===== config.mk =====
export PLATFORM = sky130hd
export DESIGN_NAME = pipe_core
export DESIGN_NICKNAME = d
export VERILOG_FILES = /design/src/source/pipe_pkg.sv /design/src/source/hazard_if.sv /design/src/source/decode_stage.sv /design/src/source/execute_stage.sv /design/src/source/fetch_stage.sv /design/src/source/hazard_unit.sv /design/src/source/mem_stage.sv /design/src/source/pipe_core.sv /design/src/source/pipe_reg.sv
export SDC_FILE = /design/constraint.sdc
export NUM_CORES = 2
export LEC_CHECK = 0
export BUFFER_PORTS_ARGS = -buffer_cell sky130_fd_sc_hd__buf_2
export CAP_MARGIN = 20
export CORE_ASPECT_RATIO = 0.9
export CORE_MARGIN = 3
export CORE_UTILIZATION = 55
export DETAILED_ROUTE_END_ITERATION = 6
export GPL_TIMING_DRIVEN = 0
export PLACE_DENSITY = 0.71
export SETUP_SLACK_MARGIN = 0.3
export SLEW_MARGIN = 20
export SYNTH_ARGS = -nofsm -noshare
export SYNTH_HDL_FRONTEND = slang
export SYNTH_SLANG_ARGS = --single-unit

===== constraint.sdc =====
create_clock -name i_clk -period 8.2 [get_ports i_clk]
set_clock_uncertainty 0.15 [all_clocks]
set_input_delay 0.82 -clock i_clk [delete_from_list [all_inputs] [get_ports i_clk]]
set_output_delay 0.82 -clock i_clk [all_outputs]
set_load 0.02 [all_outputs]

===== src/source/pipe_pkg.sv =====
`default_nettype none

package pipe_pkg;

	////////////////////////////////////////////////////////////
	// Sizes
	////////////////////////////////////////////////////////////
	localparam int XLEN       = 32;	// Data and address width
	localparam int REG_AW     = 5;	// 32 architectural registers
	localparam int DMEM_WORDS = 16;
	localparam int DMEM_AW    = $clog2(DMEM_WORDS);	// Word index bits

	// Opcodes in instr[31:26]
	localparam logic [5:0] OP_RTYPE = 6'h00;
	localparam logic [5:0] OP_ADDI  = 6'h08;
	localparam logic [5:0] OP_LW    = 6'h23;
	localparam logic [5:0] OP_SW    = 6'h2B;
	localparam logic [5:0] OP_BEQ   = 6'h04;

	// R-type function codes in instr[5:0]
	localparam logic [5:0] FN_ADD = 6'h20;
	localparam logic [5:0] FN_SUB = 6'h22;
	localparam logic [5:0] FN_AND = 6'h24;
	localparam logic [5:0] FN_OR  = 6'h25;
	localparam logic [5:0] FN_SLT = 6'h2A;

	typedef enum logic [2:0] {
		ALU_ADD = 3'd0,	// Zero so a bubble decodes as add
		ALU_SUB = 3'd1,
		ALU_AND = 3'd2,
		ALU_OR  = 3'd3,
		ALU_SLT = 3'd4	// Signed compare
	} alu_op_e;

	////////////////////////////////////////////////////////////
	// Control groups
	////////////////////////////////////////////////////////////
	typedef struct packed {
		logic reg_write;	// Result goes to register file
		logic mem_to_reg;	// Write back load data
	} wb_ctl_t;

	typedef struct packed {
		logic mem_read;
		logic mem_write;
		logic branch;	// beq in flight
	} mem_ctl_t;

	typedef struct packed {
		alu_op_e alu_op;
		logic    alu_src;	// Operand B from immediate
	} ex_ctl_t;

	////////////////////////////////////////////////////////////
	// Stage payloads
	////////////////////////////////////////////////////////////
	typedef struct packed {
		logic [XLEN-1:0] instr;
		logic [XLEN-1:0] pc4;
	} if_id_t;

	typedef struct packed {
		logic [XLEN-1:0]   pc4;
		logic [XLEN-1:0]   rd1;
		logic [XLEN-1:0]   rd2;
		logic [XLEN-1:0]   imm;	// Sign extended
		logic [REG_AW-1:0] rs;
		logic [REG_AW-1:0] rt;
		logic [REG_AW-1:0] rd;	// Destination after decode
		wb_ctl_t           wb;
		mem_ctl_t          mem;
		ex_ctl_t           ex;
	} id_ex_t;

	typedef struct packed {
		logic [XLEN-1:0]   alu_res;	// Also the memory address
		logic [XLEN-1:0]   store_data;
		logic [REG_AW-1:0] dst;
		wb_ctl_t           wb;
		mem_ctl_t          mem;
	} ex_mem_t;

	typedef struct packed {
		logic [XLEN-1:0]   alu_res;
		logic [XLEN-1:0]   load_data;
		logic [REG_AW-1:0] dst;
		wb_ctl_t           wb;
	} mem_wb_t;

endpackage

`default_nettype wire


===== src/source/hazard_if.sv =====
`timescale 1ns/1ns
`default_nettype none

interface hazard_if (
	input logic i_clk,
	input logic i_rst_n
);
	logic [pipe_pkg::REG_AW-1:0] id_rs;	// Zero when rs is not a source
	logic [pipe_pkg::REG_AW-1:0] id_rt;	// Zero when rt is not a source
	logic [pipe_pkg::REG_AW-1:0] ex_rt;
	logic                        ex_mem_read;	// Load sitting in EX
	logic                        branch_taken;
	logic                        stall;	// Hold PC and IF/ID
	logic                        flush_if_id;
	logic                        clear_id_ex;	// Bubble into EX

	// Detection logic
	modport unit (
		input  i_clk, i_rst_n, id_rs, id_rt, ex_rt, ex_mem_read, branch_taken,
		output stall, flush_if_id, clear_id_ex
	);

	modport fetch (input stall, branch_taken);

	// Decode and execute each drive their own half
	modport pipe (output id_rs, id_rt, ex_rt, ex_mem_read, branch_taken);

endinterface

`default_nettype wire


===== src/source/decode_stage.sv =====
`timescale 1ns/1ns
`default_nettype none

module decode_stage (
	input  logic                          i_clk,
	input  logic                          i_rst_n,
	input  pipe_pkg::if_id_t              i_if_id,
	input  logic                          i_wb_en,
	input  logic [pipe_pkg::REG_AW-1:0]   i_wb_reg,
	input  logic [pipe_pkg::XLEN-1:0]     i_wb_data,
	hazard_if.pipe                        hz,
	output pipe_pkg::id_ex_t              o_id_ex
);

	logic [pipe_pkg::XLEN-1:0]   regs [2**pipe_pkg::REG_AW];
	logic [5:0]                  opcode;
	logic [5:0]                  funct;
	logic [pipe_pkg::REG_AW-1:0] rs;
	logic [pipe_pkg::REG_AW-1:0] rt;
	logic [pipe_pkg::REG_AW-1:0] rd;
	logic [pipe_pkg::REG_AW-1:0] dst;
	logic                        use_rs;	// rs is a real source operand
	logic                        use_rt;
	pipe_pkg::wb_ctl_t           wb_ctl;
	pipe_pkg::mem_ctl_t          mem_ctl;
	pipe_pkg::ex_ctl_t           ex_ctl;

	assign opcode = i_if_id.instr[31:26];
	assign rs     = i_if_id.instr[25:21];
	assign rt     = i_if_id.instr[20:16];
	assign rd     = i_if_id.instr[15:11];
	assign funct  = i_if_id.instr[5:0];

	////////////////////////////////////////////////////////////
	// Register file
	////////////////////////////////////////////////////////////
	always_ff @(posedge i_clk or negedge i_rst_n) begin
		if (!i_rst_n) begin
			for (int i = 0; i < 2**pipe_pkg::REG_AW; i++)
				regs[i] <= '0;
		end else if (i_wb_en && i_wb_reg != '0) begin
			regs[i_wb_reg] <= i_wb_data;	// r0 stays zero
		end
	end

	// Write-through read so WB and ID can share a cycle
	function automatic logic [pipe_pkg::XLEN-1:0] rf_read(
		input logic [pipe_pkg::REG_AW-1:0] addr
	);
		if (addr == '0)
			return '0;
		if (i_wb_en && i_wb_reg == addr)
			return i_wb_data;
		return regs[addr];
	endfunction

	////////////////////////////////////////////////////////////
	// Control decoder
	////////////////////////////////////////////////////////////
	always_comb begin
		wb_ctl  = '0;
		mem_ctl = '0;
		ex_ctl  = '0;
		dst     = rt;	// I-type writes rt
		use_rs  = 1'b1;
		use_rt  = 1'b0;
		case (opcode)
			pipe_pkg::OP_RTYPE: begin
				dst              = rd;
				use_rt           = 1'b1;
				wb_ctl.reg_write = 1'b1;
				case (funct)
					pipe_pkg::FN_ADD: ex_ctl.alu_op = pipe_pkg::ALU_ADD;
					pipe_pkg::FN_SUB: ex_ctl.alu_op = pipe_pkg::ALU_SUB;
					pipe_pkg::FN_AND: ex_ctl.alu_op = pipe_pkg::ALU_AND;
					pipe_pkg::FN_OR:  ex_ctl.alu_op = pipe_pkg::ALU_OR;
					pipe_pkg::FN_SLT: ex_ctl.alu_op = pipe_pkg::ALU_SLT;
					default: begin	// Unknown funct runs as no-op
						wb_ctl.reg_write = 1'b0;
						use_rs           = 1'b0;
						use_rt           = 1'b0;
					end
				endcase
			end
			pipe_pkg::OP_ADDI: begin
				wb_ctl.reg_write = 1'b1;
				ex_ctl.alu_src   = 1'b1;
			end
			pipe_pkg::OP_LW: begin
				wb_ctl.reg_write  = 1'b1;
				wb_ctl.mem_to_reg = 1'b1;
				mem_ctl.mem_read  = 1'b1;
				ex_ctl.alu_src    = 1'b1;	// Base plus offset
			end
			pipe_pkg::OP_SW: begin
				mem_ctl.mem_write = 1'b1;
				ex_ctl.alu_src    = 1'b1;
				use_rt            = 1'b1;	// Store data
			end
			pipe_pkg::OP_BEQ: begin
				mem_ctl.branch = 1'b1;
				ex_ctl.alu_op  = pipe_pkg::ALU_SUB;
				use_rt         = 1'b1;
			end
			default: use_rs = 1'b0;	// No-op
		endcase
	end

	// Sources for load-use detection
	assign hz.id_rs = use_rs ? rs : '0;
	assign hz.id_rt = use_rt ? rt : '0;

	always_comb begin
		o_id_ex.pc4 = i_if_id.pc4;
		o_id_ex.rd1 = rf_read(rs);
		o_id_ex.rd2 = rf_read(rt);
		o_id_ex.imm = {{(pipe_pkg::XLEN-16){i_if_id.instr[15]}}, i_if_id.instr[15:0]};
		o_id_ex.rs  = rs;
		o_id_ex.rt  = rt;
		o_id_ex.rd  = dst;
		o_id_ex.wb  = wb_ctl;
		o_id_ex.mem = mem_ctl;
		o_id_ex.ex  = ex_ctl;
	end

	a_r0_zero : assert property (
		@(posedge i_clk) disable iff (!i_rst_n) regs[0] == '0
	) else $error("r0 became nonzero");

endmodule

`default_nettype wire


===== src/source/execute_stage.sv =====
`timescale 1ns/1ns
`default_nettype none

module execute_stage (
	input  pipe_pkg::id_ex_t                i_id_ex,
	input  pipe_pkg::ex_mem_t               i_ex_mem,
	input  pipe_pkg::mem_wb_t               i_mem_wb,
	hazard_if.pipe                          hz,
	output logic [pipe_pkg::XLEN-1:0]       o_branch_target,
	output pipe_pkg::ex_mem_t               o_ex_mem
);

	logic [pipe_pkg::XLEN-1:0] wb_val;	// Value MEM/WB is writing back
	logic [pipe_pkg::XLEN-1:0] op_a;
	logic [pipe_pkg::XLEN-1:0] rt_val;	// Forwarded rt and store data
	logic [pipe_pkg::XLEN-1:0] op_b;
	logic [pipe_pkg::XLEN-1:0] alu_res;

	assign wb_val = i_mem_wb.wb.mem_to_reg ? i_mem_wb.load_data : i_mem_wb.alu_res;

	////////////////////////////////////////////////////////////
	// Forwarding
	////////////////////////////////////////////////////////////
	// Youngest producer first
	function automatic logic [pipe_pkg::XLEN-1:0] fwd(
		input logic [pipe_pkg::REG_AW-1:0] src,
		input logic [pipe_pkg::XLEN-1:0]   rf_val
	);
		if (i_ex_mem.wb.reg_write && i_ex_mem.dst != '0 && i_ex_mem.dst == src)
			return i_ex_mem.alu_res;
		if (i_mem_wb.wb.reg_write && i_mem_wb.dst != '0 && i_mem_wb.dst == src)
			return wb_val;
		return rf_val;
	endfunction

	always_comb begin
		op_a   = fwd(i_id_ex.rs, i_id_ex.rd1);
		rt_val = fwd(i_id_ex.rt, i_id_ex.rd2);
		op_b   = i_id_ex.ex.alu_src ? i_id_ex.imm : rt_val;
	end

	////////////////////////////////////////////////////////////
	// ALU
	////////////////////////////////////////////////////////////
	always_comb begin
		case (i_id_ex.ex.alu_op)
			pipe_pkg::ALU_ADD: alu_res = op_a + op_b;
			pipe_pkg::ALU_SUB: alu_res = op_a - op_b;
			pipe_pkg::ALU_AND: alu_res = op_a & op_b;
			pipe_pkg::ALU_OR:  alu_res = op_a | op_b;
			pipe_pkg::ALU_SLT: alu_res = {31'd0, $signed(op_a) < $signed(op_b)};
			default:           alu_res = '0;
		endcase
	end

	// beq resolves here
	assign hz.branch_taken = i_id_ex.mem.branch && (op_a == rt_val);
	assign o_branch_target = i_id_ex.pc4 + {i_id_ex.imm[pipe_pkg::XLEN-3:0], 2'b00};

	// Load in EX for load-use check
	assign hz.ex_rt       = i_id_ex.rt;
	assign hz.ex_mem_read = i_id_ex.mem.mem_read;

	always_comb begin
		o_ex_mem.alu_res    = alu_res;
		o_ex_mem.store_data = rt_val;
		o_ex_mem.dst        = i_id_ex.rd;
		o_ex_mem.wb         = i_id_ex.wb;
		o_ex_mem.mem        = i_id_ex.mem;
	end

endmodule

`default_nettype wire


===== src/source/fetch_stage.sv =====
`timescale 1ns/1ns
`default_nettype none

module fetch_stage (
	input  logic                        i_clk,
	input  logic                        i_rst_n,
	hazard_if.fetch                     hz,
	input  logic [pipe_pkg::XLEN-1:0]   i_branch_target,
	input  logic [pipe_pkg::XLEN-1:0]   i_imem_data,
	output logic [pipe_pkg::XLEN-1:0]   o_imem_addr,
	output pipe_pkg::if_id_t            o_if_id
);

	logic [pipe_pkg::XLEN-1:0] pc;
	logic [pipe_pkg::XLEN-1:0] pc_plus4;

	assign pc_plus4 = pc + 32'd4;

	// Program counter
	always_ff @(posedge i_clk or negedge i_rst_n) begin
		if (!i_rst_n) begin
			pc <= '0;
		end else if (hz.branch_taken) begin
			pc <= i_branch_target;	// Redirect wins over stall
		end else if (!hz.stall) begin
			pc <= pc_plus4;
		end
	end

	assign o_imem_addr = pc;	// Instruction port answers same cycle

	always_comb begin
		o_if_id.instr = i_imem_data;
		o_if_id.pc4   = pc_plus4;
	end

endmodule

`default_nettype wire


===== src/source/hazard_unit.sv =====
`timescale 1ns/1ns
`default_nettype none

module hazard_unit (
	hazard_if.unit hz
);

	logic load_use;

	// Load in EX whose result ID needs next cycle
	assign load_use = hz.ex_mem_read && (hz.ex_rt != '0)
		&& ((hz.ex_rt == hz.id_rs) || (hz.ex_rt == hz.id_rt));

	assign hz.stall       = load_use;
	assign hz.flush_if_id = hz.branch_taken;	// Kill the instruction in ID
	assign hz.clear_id_ex = load_use || hz.branch_taken;

	// beq never reads memory so these cannot meet
	a_flush_no_hold : assert property (
		@(posedge hz.i_clk) disable iff (!hz.i_rst_n)
		hz.flush_if_id |-> !hz.stall
	) else $error("Flush of IF/ID while it is held");

endmodule

`default_nettype wire


===== src/source/mem_stage.sv =====
`timescale 1ns/1ns
`default_nettype none

module mem_stage (
	input  logic                i_clk,
	input  logic                i_rst_n,
	input  pipe_pkg::ex_mem_t   i_ex_mem,
	output pipe_pkg::mem_wb_t   o_mem_wb
);

	logic [pipe_pkg::XLEN-1:0]    dmem [pipe_pkg::DMEM_WORDS];
	logic [pipe_pkg::DMEM_AW-1:0] idx;	// Word index

	assign idx = i_ex_mem.alu_res[pipe_pkg::DMEM_AW+1:2];

	// Store on the edge
	always_ff @(posedge i_clk or negedge i_rst_n) begin
		if (!i_rst_n) begin
			for (int i = 0; i < pipe_pkg::DMEM_WORDS; i++)
				dmem[i] <= '0;
		end else if (i_ex_mem.mem.mem_write) begin
			dmem[idx] <= i_ex_mem.store_data;
		end
	end

	always_comb begin
		o_mem_wb.alu_res   = i_ex_mem.alu_res;
		o_mem_wb.load_data = i_ex_mem.mem.mem_read ? dmem[idx] : '0;	// Async read
		o_mem_wb.dst       = i_ex_mem.dst;
		o_mem_wb.wb        = i_ex_mem.wb;
	end

	a_rw_excl : assert property (
		@(posedge i_clk) disable iff (!i_rst_n)
		!(i_ex_mem.mem.mem_read && i_ex_mem.mem.mem_write)
	) else $error("Load and store in the same instruction");

endmodule

`default_nettype wire


===== src/source/pipe_core.sv =====
`timescale 1ns/1ns
`default_nettype none

module pipe_core (
	input  logic                          i_clk,
	input  logic                          i_rst_n,
	output logic [pipe_pkg::XLEN-1:0]     o_imem_addr,
	input  logic [pipe_pkg::XLEN-1:0]     i_imem_data,
	output logic                          o_stall,
	output logic                          o_wb_en,
	output logic [pipe_pkg::REG_AW-1:0]   o_wb_reg,
	output logic [pipe_pkg::XLEN-1:0]     o_wb_data
);

	pipe_pkg::if_id_t          if_id_d;
	pipe_pkg::if_id_t          if_id_q;
	pipe_pkg::id_ex_t          id_ex_d;
	pipe_pkg::id_ex_t          id_ex_q;
	pipe_pkg::ex_mem_t         ex_mem_d;
	pipe_pkg::ex_mem_t         ex_mem_q;
	pipe_pkg::mem_wb_t         mem_wb_d;
	pipe_pkg::mem_wb_t         mem_wb_q;
	logic [pipe_pkg::XLEN-1:0] branch_target;
	logic                      wb_en;
	logic [pipe_pkg::XLEN-1:0] wb_data;

	hazard_if hz (.i_clk(i_clk), .i_rst_n(i_rst_n));

	hazard_unit u_hazard (.hz(hz));

	////////////////////////////////////////////////////////////
	// IF
	////////////////////////////////////////////////////////////
	fetch_stage u_fetch (
		.i_clk           (i_clk),
		.i_rst_n         (i_rst_n),
		.hz              (hz),
		.i_branch_target (branch_target),
		.i_imem_data     (i_imem_data),
		.o_imem_addr     (o_imem_addr),
		.o_if_id         (if_id_d)
	);

	pipe_reg #(.T(pipe_pkg::if_id_t)) u_if_id (
		.i_clk   (i_clk),
		.i_rst_n (i_rst_n),
		.i_hold  (hz.stall),
		.i_clear (hz.flush_if_id),
		.i_d     (if_id_d),
		.o_q     (if_id_q)
	);

	////////////////////////////////////////////////////////////
	// ID
	////////////////////////////////////////////////////////////
	decode_stage u_decode (
		.i_clk     (i_clk),
		.i_rst_n   (i_rst_n),
		.i_if_id   (if_id_q),
		.i_wb_en   (wb_en),
		.i_wb_reg  (mem_wb_q.dst),
		.i_wb_data (wb_data),
		.hz        (hz),
		.o_id_ex   (id_ex_d)
	);

	pipe_reg #(.T(pipe_pkg::id_ex_t)) u_id_ex (
		.i_clk   (i_clk),
		.i_rst_n (i_rst_n),
		.i_hold  (1'b0),
		.i_clear (hz.clear_id_ex),	// Bubble on stall or flush
		.i_d     (id_ex_d),
		.o_q     (id_ex_q)
	);

	////////////////////////////////////////////////////////////
	// EX and MEM
	////////////////////////////////////////////////////////////
	execute_stage u_execute (
		.i_id_ex         (id_ex_q),
		.i_ex_mem        (ex_mem_q),
		.i_mem_wb        (mem_wb_q),
		.hz              (hz),
		.o_branch_target (branch_target),
		.o_ex_mem        (ex_mem_d)
	);

	pipe_reg #(.T(pipe_pkg::ex_mem_t)) u_ex_mem (
		.i_clk   (i_clk),
		.i_rst_n (i_rst_n),
		.i_hold  (1'b0),
		.i_clear (1'b0),
		.i_d     (ex_mem_d),
		.o_q     (ex_mem_q)
	);

	mem_stage u_mem (
		.i_clk    (i_clk),
		.i_rst_n  (i_rst_n),
		.i_ex_mem (ex_mem_q),
		.o_mem_wb (mem_wb_d)
	);

	pipe_reg #(.T(pipe_pkg::mem_wb_t)) u_mem_wb (
		.i_clk   (i_clk),
		.i_rst_n (i_rst_n),
		.i_hold  (1'b0),
		.i_clear (1'b0),
		.i_d     (mem_wb_d),
		.o_q     (mem_wb_q)
	);

	// Writeback select
	assign wb_en   = mem_wb_q.wb.reg_write && (mem_wb_q.dst != '0);
	assign wb_data = mem_wb_q.wb.mem_to_reg ? mem_wb_q.load_data : mem_wb_q.alu_res;

	assign o_stall   = hz.stall;
	assign o_wb_en   = wb_en;
	assign o_wb_reg  = mem_wb_q.dst;
	assign o_wb_data = wb_data;

endmodule

`default_nettype wire


===== src/source/pipe_reg.sv =====
`timescale 1ns/1ns
`default_nettype none

module pipe_reg #(
	parameter type T = logic
) (
	input  logic i_clk,
	input  logic i_rst_n,
	input  logic i_hold,	// Keep current contents
	input  logic i_clear,	// Load a no-op and beat i_hold
	input  T     i_d,
	output T     o_q
);

	////////////////////////////////////////////////////////////
	// Stage register
	////////////////////////////////////////////////////////////
	always_ff @(posedge i_clk or negedge i_rst_n) begin
		if (!i_rst_n) begin
			o_q <= '0;	// All-zero payload is a no-op
		end else if (i_clear) begin
			o_q <= '0;
		end else if (!i_hold) begin
			o_q <= i_d;
		end
	end

	// A held stage shows the same payload one cycle on
	a_hold_stable : assert property (
		@(posedge i_clk) disable iff (!i_rst_n)
		(i_hold && !i_clear) |=> $stable(o_q)
	) else $error("pipe_reg changed while held");

endmodule

`default_nettype wire


# --- Yosys cells after proc, flatten, opt, wreduce, memory -nomap -nowiden ---
# Index checks and enable logic that the tools add are counted.
op_classes:
  n_addsub: 4
  mul: 0
  div_mod_pow: 0
  order_cmp: 7
  eq_ne: 23
  shift: 0
  muxes: 65
  bitwise: 6
  reduce_logical: 28
op_table:
  columns: ["cell", "count"]
  rows:
  - ["$bwmux W1024", 1]
  - ["$mux W32", 29]
  - ["$bwmux W512", 1]
  - ["$bmux W32 S5", 2]
  - ["$demux W32 S5", 1]
  - ["$pmux W32 S5", 1]
  - ["$mux W152", 1]
  - ["$bmux W32 S4", 1]
  - ["$demux W32 S4", 1]
  - ["$mux W64", 2]
  - ["$add A32 B32 Y32", 2]
  - ["$eq A6 B6 Y1 const B", 7]
  - ["$eq A5 B5 Y1", 8]
  - ["$add A32 B3 Y32 const B", 1]
  - ["$and A32 B32 Y32", 1]
  - ["$eq A32 B32 Y1", 1]
  - ["$lt A32 B32 Y1", 1]
  - ["$or A32 B32 Y32", 1]
  - ["$sub A32 B32 Y32", 1]
  - ["$ge A6 B6 Y1 const B", 3]
  - ["$not A5 Y6", 3]
  - ["$mux W1", 17]
  - ["$mux W5", 3]
  - ["$reduce_bool A5 Y1", 3]
  - ["22 further kinds", 41]
totals:
  register_bits: 1928
  latchBits: 0
  mem_bits_rw: 0
  mem_bits_ro: 0
  input_bits: 34
  output_inout_bits: 71
  word_cells: 210
  n_memories: 0

# --- Depth between registers and ports, before layout ---
logic_depth:
  ltp_word: 11
  depth_mapped: 24
  depth_no_buf: 20

# --- Least setup slack after synthesis ---
# Ideal clock, no wire load.
synth_path:
  path_type: "reg2reg"
  from: "register u_mem_wb.o_q[0] (netlist name)"
  to: "register u_ex_mem.o_q[73] (netlist name)"
  setup_time_ps: 94
  arrival_ps: 5142
  required_ps: 7956
  path_slack_ps: 2814
  stages_incl_launch_ff: 21
  n_path_buf: 4
  synth_period_minus_slack_ps: 5386
  cell_sequence: "dfrtp_1 -> clkbuf_1 -> buf_2 -> buf_2 -> mux2i_1 -> inv_1 -> mux2i_1 -> o21ai_0 -> mux2_2 -> ha_1 -> clkbuf_1 -> a21oi_1 -> o311ai_0 -> nor4bb_1 -> nor3_1 -> a211oi_1 -> o31ai_1 -> o221ai_1 -> o21a_1 -> mux2_2 -> a211oi_1"
synth_rtl:
  columns: ["element", "line_no", "source"]
  rows:
  - ["start: declaration", "pipe_reg.sv:12", "output T o_q"]
  - ["start signal: assignment", "pipe_reg.sv:24", "o_q <= i_d;"]
  - ["end signal: assignment", "pipe_reg.sv:24", null]
  - ["end: declaration", "pipe_reg.sv:12", null]

==> results.json <==
{
  "status": "complete, no violations",
  "fin_crit_ns": 7.881,
  "die-area_mm2": 0.1811,
  "via_count": 70910,
  "grt_pass1_wl_um": 465700,
  "postSynthAreaPerCell_um2": 12.04,
  "rows": 145,
  "slew_viol_final": 0,
  "clockBufferDepth": 3,
  "drive_above_1_share_pct": 22.03,
  "required_ns": 8.73,
  "period_share_pct": 96.11,
  "synth_top_area_cell": "dfrtp_1",
  "drcViolationCount": 0,
  "chipWidth_um": 448.2,
  "p_per_area_mw_per_mm2": 215.8,
  "grt.overflow.total": 0,
  "holdCritPathClass": "in2reg",
  "async_flop_share_pct": 100.0,
  "hold_ws_ns": 0.05025,
  "ant_nets": 0,
  "path_clk_slew_ns": 0.06,
  "yosysTopAreaCellShare_pct": 49.38,
  "synth_seq_cells": 1910,
  "ys_seq_area_share_pct": 49.38,
  "grt_max_degree": 143,
  "p_leak_nw": 47.70,
  "cp_max_fo": 10,
  "clkLatencyLatePin_ns": 0.87,
  "ys_warn_count": 0,
  "syn_nets": 8212,
  "finalWirelength_um": 315200,
  "io_buffers": 104,
  "maxCapViolCount": 0,
  "setup_viol": 0,
  "cts_tree": "done",
  "slew_headroom_pct": 15.14,
  "tightest_slew_ns": 1.238,
  "initial_core_util_pct": 55.58,
  "cts_buffers": 190,
  "netlist_top_cells_area": "dfrtp_1 (49%), mux4_2 (19%), mux2_2 (6.2%), a21oi_1 (3.9%), nor2_1 (3.1%)",
  "root_buffer": "clkbuf_16",
  "hold_viol": 0,
  "drt_iter0_drc": 9030,
  "grt_antenna_before_repair": 15,
  "final_common_cell": "dfrtp_1",
  "area_growth_pct": 11.08,
  "cp-end-kind": "flop",
  "yosys_most_used_dff": "dfrtp_1",
  "cp.arrival_ns": 8.41,
  "setup_ws_ns": 0.3187,
  "max_freq_mhz": 126.9,
  "synthDistinctLibCells": 75,
  "grtUsageTotal_pct": 35.07,
  "synth_area_mm2": 0.09680,
  "dp_slack_ns": -0.1151,
  "start_kind": "flop",
  "synth_edf_count": 0,
  "cts.sinks": 1910,
  "peakVddDrop_v": 0.0002127,
  "io_pins": 105,
  "first_global_vias": 71805,
  "register_area_mm2": 0.04780,
  "drt_first_pass_iters": 6,
  "place_congestion": 0.9829,
  "die_h_um": 404.0,
  "via_per_inst": 6.561,
  "wl_per_cell_um": 29.16,
  "cts-htree-levels": 4,
  "cts_setup_buffers": 0,
  "fill_cells": 13606,
  "layout_common_cells": "dfrtp_1 (1910), nor2_1 (806), mux4_2 (801)",
  "core_area_mm2": 0.1742,
  "final_nets": 8533,
  "syn_inst": 8040,
  "multi_input_area_mm2": 0.04576,
  "dp_hpwl_um": 240200,
  "rsz0062_at_grt": "yes",
  "critPathKind": "reg2reg"
}
[cell families (layout without fill, tap and decap cells)]
| group | count (synthesis) | after routing | share of synthesized area (%) |
|---|---|---|---|
| compound gates | 1645 | 1645 | 9.587 |
| xor+xnor | 178 | 178 | 1.611 |
| fa+ha+maj | 138 | 138 | 1.807 |
| buf+inv | 895 | 1375 | 3.539 |
| flops | 1910 | 1910 | 49.38 |
| mux | 1455 | 1455 | 26.09 |
| other cells | 0 | 9 | 0 |
| simple gates | 1819 | 1819 | 7.989 |
[final timing paths]
kind,start,to,slack (ns),depth (start not counted)
worst min-delay path,i_imem_data[30],u_if_id.o_q[62]$_DFFE_PN0P_,0.05,2
worst min register to register,u_id_ex.o_q[11]$_DFF_PN0_,u_ex_mem.o_q[7]$_DFF_PN0_,0.20,0
worst max register to register,u_mem_wb.o_q[0]$_DFF_PN0_,u_ex_mem.o_q[69]$_DFF_PN0_,0.32,18
worst max-delay path,u_mem_wb.o_q[0]$_DFF_PN0_,u_ex_mem.o_q[69]$_DFF_PN0_,0.32,18
max in group asynchronous,i_rst_n,u_decode.regs[128]$_DFFE_PN0P_,4.56,6
min in group asynchronous,i_rst_n,u_mem.dmem[78]$_DFFE_PN0P_,0.39,2
[flip-flops by register name (all words and copies together) (netlist names)]
signal,cells
u_decode.regs,1024
u_mem.dmem,512
u_id_ex.o_q,135
u_ex_mem.o_q,72
u_mem_wb.o_q,71
u_if_id.o_q,64
u_fetch.o_imem_addr,32
[cells in the mapped netlist, types with 28 or more instances]
| cell | number |
|---|---|
| dfrtp_1 | 1910 |
| nor2_1 | 806 |
| mux4_2 | 801 |
| a21oi_1 | 750 |
| nand2_1 | 635 |
| clkbuf_1 | 616 |
| mux2_2 | 531 |
| o21ai_0 | 510 |
| a211oi_1 | 150 |
| ha_1 | 135 |
| inv_1 | 135 |
| mux2i_1 | 122 |
| buf_1 | 114 |
| and2_1 | 97 |
| xor2_1 | 93 |
| xnor2_1 | 85 |
| nor2b_1 | 81 |
| nor3_1 | 50 |
| a21o_1 | 36 |
| nand3_1 | 34 |
| o21a_1 | 31 |
| nand2b_1 | 28 |
[timing repair]
action                     4_1_cts  5_1_grt
gates resized for setup          2        9
hold buffers                     1        0
hold endpoints to repair       113        0
setup endpoints to repair        4        4
[report_power, final]
part	leakage, nW	internal (mW)	total (mW)	switching, mW
Sequential	26.3	9.91	10.3	0.435
Clock	3.20	5.19	9.19	4.00
Combinational	18.2	1.33	3.66	2.33
[critical path, cell delays in order, from the launching register on]
cell and delay [ns]:
dfrtp_1 0.33, clkbuf_1 0.44, buf_2 0.52, mux2i_2 0.84
inv_1 0.42, mux2i_1 0.54, o21ai_0 0.49, mux2_2 0.45
ha_1 0.34, clkbuf_1 0.35, nand4_1 0.30, nor4_1 0.63
o21ai_0 0.28, a31oi_1 0.55, a31oi_1 0.18, a21oi_1 0.21
xnor2_1 0.14, nor2_1 0.05, a311oi_1 0.48
[cell type report]
class | instances | share of cell area [%]
diodes | 9 | 0.02095
plain buffers | 759 | 2.757
clock buffers | 272 | 5.034
clock inverters | 79 | 1.110
inverters | 136 | 0.4748
multi-input cells | 5235 | 42.56
flip-flops and latches | 1910 | 44.45
well taps | 2278 | 2.651
repair buffers | 129 | 0.9449
[per-stage QoR]
step	cells	TNS (ns)	power [mW]	area, um^2	util [%]
2_1_floorplan	8040	0	12.64	96800	-
3_3_place_gp	10422	-	13.96	100200	57.51
3_5_place_dp	10446	-0.1151	14.06	100800	57.86
4_1_cts	10798	0	23.20	107400	61.67
5_1_grt	10799	0	24.00	107500	61.73
6_report	10807	0	23.21	107500	61.74
[per-layer routing]
layer  vias up  track usage, %  routed length (um)
li1      29729               -                   -
met1     36639           47.07              119600
met2      3754           54.16              145700
met3       774           8.049               31100
met4        14           17.64               18680
met5         -               0                  92
(Power assumes the default switching activity.)
